`src/msx_loader_pkg.sv`:
```
`default_nettype none

package msx_loader_pkg;

   localparam int DDR_ADDR_W = 28;
   localparam int RAM_ADDR_W = 27;
   localparam int KBD_SKIP   = 512;                   // Keyboard layout block

   typedef enum logic [3:0] {
      CONFIG_CONFIG        = 4'd0,
      CONFIG_KBD_LAYOUT    = 4'd1,
      CONFIG_SLOT_INTERNAL = 4'd2
   } config_typ_t;

   typedef enum logic [7:0] {
      DATA_NONE = 8'd0,
      DATA_ROM  = 8'd1,
      DATA_RAM  = 8'd2
   } data_id_t;

   typedef logic [7:0] mapper_t;
   typedef logic [7:0] device_t;

   localparam mapper_t MAPPER_UNUSED = 8'd0;
   localparam device_t DEVICE_NONE   = 8'd0;

   typedef struct packed {
      mapper_t    mapper;
      device_t    device;
      logic [3:0] ref_ram;                            // Index into lookup table
      logic [1:0] offset_ram;                         // Page offset within the region
   } slot_entry_t;

   typedef struct packed {
      logic [RAM_ADDR_W-1:0] addr;
      logic [15:0]           size;                    // In pages
      logic                  ro;
   } lookup_t;

   typedef struct packed {
      logic [3:0] slot_expander_en;
      logic [1:0] msx_type;
   } bios_config_t;

   typedef struct packed {
      logic [3:0]  slot_subslot;
      data_id_t    data_id;
      logic [10:0] pages;
      device_t     device;
      mapper_t     mapper;
      logic [7:0]  mode;                              // 2 bits per block
      logic [7:0]  param;                             // 2 bits per block
   } record_t;

   typedef enum logic [1:0] {
      OP_HEADER,
      OP_COPY,
      OP_FILL
   } mover_op_t;

   typedef struct packed {
      logic                  cyc;
      logic                  stb;
      logic                  we;
      logic [DDR_ADDR_W-1:0] adr;
      logic [7:0]            dat;
   } wb_ddr_m_t;

   typedef struct packed {
      logic                  cyc;
      logic                  stb;
      logic                  we;
      logic [RAM_ADDR_W-1:0] adr;
      logic [7:0]            dat;
   } wb_ram_m_t;

   typedef struct packed {
      logic       ack;
      logic [7:0] dat;
   } wb_s_t;

endpackage

`default_nettype wire

```
`src/config_sequencer.sv`:
```
`default_nettype none

module config_sequencer #(
   parameter int PAGE_BITS = 14
) (
   input  wire logic                       clk,
   input  wire logic                       reset,
   input  wire logic                       ioctl_download,
   input  wire logic [15:0]                ioctl_index,
   input  wire logic [26:0]                ioctl_addr,
   input  wire logic                       hdr_valid,
   input  wire logic [7:0]                 hdr_byte,
   input  wire logic                       done,
   input  wire logic [27:0]                next_ddr,
   input  wire logic                       clean_done,
   output logic                            go,
   output msx_loader_pkg::mover_op_t       op,
   output logic [27:0]                     ddr_start,
   output logic [26:0]                     ram_start,
   output logic [27:0]                     count,
   output logic                            clean,
   output logic                            apply,
   output msx_loader_pkg::record_t         record,
   output logic [3:0]                      ref_ram,
   output logic                            add_lookup,
   output msx_loader_pkg::lookup_t         lookup,
   output logic                            reset_rq,
   output msx_loader_pkg::bios_config_t    bios_config
);

   localparam int AW = msx_loader_pkg::DDR_ADDR_W;

   typedef enum logic [2:0] {
      S_IDLE, S_CLEAN, S_READ, S_READ_WAIT, S_CHECK, S_FILL, S_FILL_WAIT, S_STORE
   } state_t;

   state_t      state;
   logic        dl_last;
   logic [27:0] image_size;
   logic [27:0] ddr_adr;
   logic [26:0] ram_adr;
   logic [7:0]  conf [16];
   logic [3:0]  hdr_cnt;
   logic        inc_ref;
   logic [27:0] fill_bytes;

   assign reset_rq   = state != S_IDLE;
   assign fill_bytes = AW'(record.pages) << PAGE_BITS;

   always_ff @(posedge clk) begin
      go         <= 1'b0;
      clean      <= 1'b0;
      apply      <= 1'b0;
      add_lookup <= 1'b0;
      dl_last    <= ioctl_download;
      case (state)
         S_CLEAN: if (clean_done) state <= S_READ;
         S_READ: begin
            ref_ram <= ref_ram + {3'd0, inc_ref};     // After the previous apply
            inc_ref <= 1'b0;
            if (ddr_adr >= image_size) begin
               state <= S_IDLE;
            end else begin
               go        <= 1'b1;
               op        <= msx_loader_pkg::OP_HEADER;
               ddr_start <= ddr_adr;
               count     <= 28'd16;
               hdr_cnt   <= 4'd0;
               state     <= S_READ_WAIT;
            end
         end
         S_READ_WAIT: begin
            if (hdr_valid) begin
               conf[hdr_cnt] <= hdr_byte;
               hdr_cnt       <= hdr_cnt + 4'd1;
            end
            if (done) begin
               ddr_adr <= next_ddr;
               state   <= S_CHECK;
            end
         end
         S_CHECK: begin
            state <= S_READ;
            if ({conf[0], conf[1], conf[2]} != "MSX") begin
               state <= S_IDLE;                       // End of chain
            end else begin
               case (msx_loader_pkg::config_typ_t'(conf[3][7:4]))
                  msx_loader_pkg::CONFIG_CONFIG:
                     bios_config <= '{slot_expander_en: conf[4][3:0], msx_type: conf[4][5:4]};
                  msx_loader_pkg::CONFIG_KBD_LAYOUT:
                     ddr_adr <= ddr_adr + AW'(msx_loader_pkg::KBD_SKIP);
                  msx_loader_pkg::CONFIG_SLOT_INTERNAL: begin
                     record <= '{slot_subslot: conf[3][3:0],
                                 data_id: msx_loader_pkg::data_id_t'(conf[4]),
                                 pages: {conf[5][2:0], conf[6]},
                                 device: conf[7], mapper: conf[8],
                                 mode: conf[9], param: conf[10]};
                     state  <= S_FILL;
                  end
                  default: ;                          // Unknown type, skip
               endcase
            end
         end
         S_FILL: begin
            state <= S_STORE;
            if (record.pages != 11'd0) begin
               add_lookup <= 1'b1;
               lookup     <= '{addr: ram_adr, size: 16'(record.pages),
                               ro: record.data_id != msx_loader_pkg::DATA_RAM};
               inc_ref    <= 1'b1;
               if (record.data_id == msx_loader_pkg::DATA_ROM ||
                   record.data_id == msx_loader_pkg::DATA_RAM) begin
                  go        <= 1'b1;
                  op        <= (record.data_id == msx_loader_pkg::DATA_ROM) ?
                               msx_loader_pkg::OP_COPY : msx_loader_pkg::OP_FILL;
                  ddr_start <= ddr_adr;               // Payload follows header
                  ram_start <= ram_adr;
                  count     <= fill_bytes;
                  state     <= S_FILL_WAIT;
               end
            end
         end
         S_FILL_WAIT: begin
            if (done) begin
               if (record.data_id == msx_loader_pkg::DATA_ROM) ddr_adr <= next_ddr;
               ram_adr <= ram_adr + fill_bytes[26:0];
               state   <= S_STORE;
            end
         end
         S_STORE: begin
            apply <= 1'b1;
            state <= S_READ;
         end
         default: ;
      endcase
      if (dl_last && !ioctl_download && ioctl_index[5:0] == 6'd1) begin
         image_size <= {1'b0, ioctl_addr};
         ddr_adr    <= 28'd0;
         ram_adr    <= 27'd0;
         ref_ram    <= 4'd0;
         inc_ref    <= 1'b0;
         clean      <= 1'b1;
         state      <= S_CLEAN;
      end
      if (reset) begin
         state       <= S_IDLE;
         dl_last     <= 1'b0;
         inc_ref     <= 1'b0;
         go          <= 1'b0;
         clean       <= 1'b0;
         apply       <= 1'b0;
         add_lookup  <= 1'b0;
         bios_config <= '0;
      end
   end

endmodule

`default_nettype wire

```
`config.mk`:
```
export PLATFORM = sky130hd
export DESIGN_NAME = config_sequencer
export DESIGN_NICKNAME = d
export VERILOG_FILES = /design/src/msx_loader_pkg.sv /design/src/config_sequencer.sv
export SDC_FILE = /design/constraint.sdc
export NUM_CORES = 1
export LEC_CHECK = 0
export ABC_AREA = 1
export BUFFER_PORTS_ARGS = -buffer_cell sky130_fd_sc_hd__buf_2
export CAP_MARGIN = 30
export CORE_MARGIN = 8
export CORE_UTILIZATION = 54
export DETAILED_ROUTE_END_ITERATION = 7
export PLACE_DENSITY = 0.89
export SYNTH_ARGS = -nofsm -noshare
export SYNTH_HDL_FRONTEND = slang
export SYNTH_SLANG_ARGS = --single-unit
```
`constraint.sdc`:
```
create_clock -name clk -period 6.2 [get_ports clk]
set_input_delay 1.24 -clock clk [delete_from_list [all_inputs] [get_ports clk]]
set_output_delay 1.24 -clock clk [all_outputs]
set_load 0.01 [all_outputs]
```
==> Flow_metrics.wiki <==
{| class="wikitable"
! Metric !! Value
|-
| CTS tree || done
|-
| Core area || 23200 µm²
|-
| Buffers added on ports || 224
|-
| Number of slew-limit violations in the final report || 0
|-
| Dominant combinational cell family by area after synthesis || simple AND/OR/NAND/NOR gates
|-
| Library cells used by synthesis || 45
|-
| Primary flip-flop cell chosen by synthesis mapping || sky130_fd_sc_hd__edfxtp_1
|-
| Register-to-Register Setup Slack || 2.99 ns
|-
| Top Family by Delay on Critical Path || buffers and inverters
|-
| Post-layout net count || 1427
|-
| Number of global-route vias before repair || 8345
|-
| Worst r2r path cells || 5
|-
| Type of destination of the critical path || flip-flop
|-
| Chip Width || 169 µm
|-
| Class of the most critical hold timing path || flip-flop to flip-flop
|-
| Count of TritonRoute iterations in the first routing pass || 5
|-
| IR Drop Worst-Case VDD || 0.181 mV
|-
| Synth Area in XOR/XNOR || 0.00973
|-
| Slew @ Worst Pin || 0.970 ns
|-
| GRT Resource Usage Total || 0.194
|-
| H-tree depth || 1
|-
| Number of enable-type register cells in the synthesized netlist || 249
|-
| Startpoint type of the worst setup path || flip-flop
|-
| Result of the run || completed
|-
| Arrival time at the worst endpoint || 3.40 ns
|-
| Post-Syn Instances || 1046
|-
| HPWL after DPL || 20.7 mm
|-
| Post-synthesis share of cell area spent on and, or, nand and nor gates || 0.117
|-
| Busiest layer in global routing || met2
|-
| Post-CTS Setup Repair Bufs || 0
|-
| Crit Path Class || flip-flop to flip-flop
|-
| Global-route wire length before repair || 43.9 mm
|-
| Sequential-to-total area share from yosys stat || 0.689
|-
| Clock-pin slew on the worst setup and hold paths || 0.06 ns
|-
| Power per unit of standard cell area || 272 nW/µm²
|-
| Number of hold-repair buffers added at the cts stage || 0
|-
| Critical Path, Cell by Cell || inv_1 -> nor3_1 -> clkinv_1 -> o21ai_4 -> buf_4
|-
| Number of antenna violations at the first check in global routing || 2
|-
| Critical-path cell with the highest stage delay || sky130_fd_sc_hd__o21ai_4
|-
| Largest stage delay, worst path || 0.71 ns
|-
| Number of design-rule violations left by the first detailed-router iteration || 656
|-
| Leftover overflow at the end of global routing || 0
|-
| Part of the total power dissipated in the clock network || 0.419
|-
| Relative slew slack || 0.353
|-
| Adder and majority cell fraction of the synthesized area || 0.0463
|-
| Share of post-route cells with drive strength above 1 || 0.237
|-
| Final instance area || 14900 µm²
|-
| Per-cell routed wire length || 17.7 µm
|-
| Fraction of the mapped netlist area in compound gates || 0.0595
|-
| Worst setup path endpoint || ddr_start[6]$_DFFE_PP_
|-
| DRT Wirelength || 29.0 mm
|-
| Antenna-violating nets left || 0
|-
| Effective utilization at floorplan || 0.543
|-
| Internal power summed over all cells || 3.19 mW
|-
| Avg Vias per Cell || 5.15
|-
| Summed negative setup slack over all endpoints || 0 ns
|-
| Met2 demand-to-capacity share in global routing || 0.328
|-
| Cts bufs inserted || 30
|-
| Most frequent standard cell in the layout excluding fill and tap cells || sky130_fd_sc_hd__edfxtp_1
|-
| # setup viols final || 0
|-
| Count of boundary I/O pins || 284
|-
| Setup repair after global routing missed its margin || false
|-
| Largest net degree at the start of global routing || 47
|-
| Seq cells post-synth || 309
|-
| P_leak || 6.18 nW
|-
| Floorplan die area || 28500 µm²
|-
| Final period demand of the worst path || 3.21 ns
|-
| Post-route DRC || 0
|-
| Async S/R FF share, synth || 0
|-
| Number of gates given a new drive strength after cts || 0
|-
| Average size of a mapped cell || 12.1 µm²
|-
| Std-Cell Rows || 56
|-
| Worst Hold Launch || conf[5][2]$_DFFE_PP_
|-
| Switching part of the total power || 0.214
|-
| Power after layout || 4.06 mW
|-
| Critical Path Fanout Max || 27
|-
| Met3 usage || 0.0373
|-
| Fraction of power consumed by combinational cells || 0.027
|-
| Logic depth of the worst path, buffers included || 5
|-
| Sinks on Clock Net || 309
|-
| DIE HEIGHT || 169 µm
|-
| Skew-Pair Late Insertion Delay || 0.56 ns
|-
| Worst setup path start || state[0]$_SDFFE_PP0P_
|-
| Buffer type at the clock tree root || sky130_fd_sc_hd__clkbuf_16
|-
| Tightest hold margin || 0.415 ns
|-
| Ratio of final minimum period to clock period || 0.517
|-
| Global-route met1 utilization || 0.240
|-
| Vias || 8442
|-
| Growth of design area from synthesis to finish || 18.3%
|-
| Crit path required time || 6.40 ns
|-
| Maximum count of clock buffers along a single path || 3
|-
| Multiplexer area fraction after synthesis || 0.000794
|-
| Switch Pwr || 0.866 mW
|-
| Sequential power share || 0.554
|-
| Maximum clock frequency || 312 MHz
|-
| Total number of yosys warnings || 0
|-
| Most frequent cells in the layout || sky130_fd_sc_hd__edfxtp_1 (249), sky130_fd_sc_hd__buf_2 (232), sky130_fd_sc_hd__nand2_1 (149)
|-
| Setup Skew || 0.0186 ns
|-
| Max-capacitance violation count || 0
|-
| Final GP Congestion || 0.896
|-
| Worst path bufs/invs || 3
|-
| Placed cell areas || 13900 µm²
|-
| Cell area after synthesis || 12600 µm²
|-
| Critical R2R Capture || ddr_start[6]$_DFFE_PP_
|-
| Count of endpoints failing hold in the final timing report || 0
|-
| Reg2Reg Launch Point || state[0]$_SDFFE_PP0P_
|}
## worst min path at each step
stage | cells after the start | endpoint
2_1_floorplan | 0 | record[0]$_DFFE_PP_
3_3_place_gp | 0 | record[52]$_DFFE_PP_
3_5_place_dp | 0 | record[22]$_DFFE_PP_
4_1_cts | 0 | record[42]$_DFFE_PP_
5_1_grt | 0 | record[42]$_DFFE_PP_
6_report | 0 | record[42]$_DFFE_PP_
## flip-flops by register name, summed over array words and instances (netlist names)
signal	flops
ddr_start	28
bios_config	6
state	3
dl_last	1
clean	1
inc_ref	1
op	2
ram_adr	13
ref_ram	4
record	55
ddr_adr	28
hdr_cnt	4
lookup	25
image_size	27
go	1
conf	83
apply	1
add_lookup	1
ram_start	13
count	12
## per-layer routing
| layer | vias to the layer above | part of all wire |
|---|---|---|
| li1 | 4002 | - |
| met1 | 3964 | 0.39 |
| met2 | 398 | 0.49 |
| met3 | 76 | 0.083 |
| met4 | 2 | 0.039 |
| met5 | - | 0.00045 |
## power groups by stage
stage	sequential (mW)	combinational (mW)	clock, mW
2_1_floorplan	2.29	0.0769	0
3_3_place_gp	2.29	0.104	0
3_5_place_dp	2.29	0.108	0
4_1_cts	2.25	0.108	1.73
5_1_grt	2.25	0.121	1.81
6_report	2.25	0.110	1.70
## cell families (layout without fill, tap and decap cells)
family                     Yosys count  count (layout)
AOI/OAI and AO/OA                  128             128
and+or+nand+nor                    345             345
xor gates and xnor gates            14              14
adders and majority gates           46              46
DFF                                309             309
buffers and inverters              202             428
muxes                                1               1
other                                1              50
## stage by stage
step / instances / util / setup slack, ns
finish: 1640 / 0.643 / 2.99
global route: 1639 / 0.643 / 2.74
floorplan: 1094 / - / 1.58
global placement: 1570 / 0.598 / 2.72
CTS: 1633 / 0.641 / 3.00
detailed placement: 1577 / 0.601 / 2.65
## area by class of cell
class / count / area [µm²]
Antenna cell: 1 / 2.50
Clock buffer: 33 / 772
Clock inverter: 23 / 173
Fill cell: 1691 / 8280
Inverter: 132 / 495
Multi-Input combinational cell: 583 / 3150
Sequential cell: 309 / 8680
Tap cell: 319 / 399
Timing Repair Buffer: 240 / 1240
## synth_stat cells, types with 2 or more instances
| library cell | number | share of area |
|---|---|---|
| sky130_fd_sc_hd__edfxtp_1 | 249 | 0.59 |
| sky130_fd_sc_hd__nand2_1 | 149 | 0.044 |
| sky130_fd_sc_hd__inv_1 | 127 | 0.038 |
| sky130_fd_sc_hd__nor2_1 | 96 | 0.029 |
| sky130_fd_sc_hd__dfxtp_1 | 60 | 0.095 |
| sky130_fd_sc_hd__a21oi_1 | 54 | 0.021 |
| sky130_fd_sc_hd__nand3_1 | 50 | 0.020 |
| sky130_fd_sc_hd__buf_4 | 49 | 0.029 |
| sky130_fd_sc_hd__ha_1 | 45 | 0.045 |
| sky130_fd_sc_hd__o21ai_0 | 37 | 0.015 |
| sky130_fd_sc_hd__nor3_1 | 26 | 0.010 |
| sky130_fd_sc_hd__clkbuf_1 | 13 | 0.0039 |
| sky130_fd_sc_hd__nand4_1 | 11 | 0.0055 |
| sky130_fd_sc_hd__o21bai_1 | 8 | 0.0048 |
| sky130_fd_sc_hd__xnor2_1 | 8 | 0.0056 |
| sky130_fd_sc_hd__a211oi_1 | 7 | 0.0042 |
| sky130_fd_sc_hd__or2_2 | 6 | 0.0030 |
| sky130_fd_sc_hd__xor2_1 | 6 | 0.0042 |
| sky130_fd_sc_hd__buf_6 | 5 | 0.0045 |
| sky130_fd_sc_hd__inv_2 | 4 | 0.0012 |
| sky130_fd_sc_hd__o211ai_1 | 4 | 0.0024 |
| sky130_fd_sc_hd__a31oi_1 | 3 | 0.0015 |
| sky130_fd_sc_hd__o211a_1 | 3 | 0.0024 |
| sky130_fd_sc_hd__a21oi_2 | 2 | 0.0014 |
| sky130_fd_sc_hd__buf_2 | 2 | 0.00079 |
| sky130_fd_sc_hd__o211ai_2 | 2 | 0.0020 |
| sky130_fd_sc_hd__o31ai_1 | 2 | 0.0012 |
No activity file was read; power rests on OpenSTA's default activity.
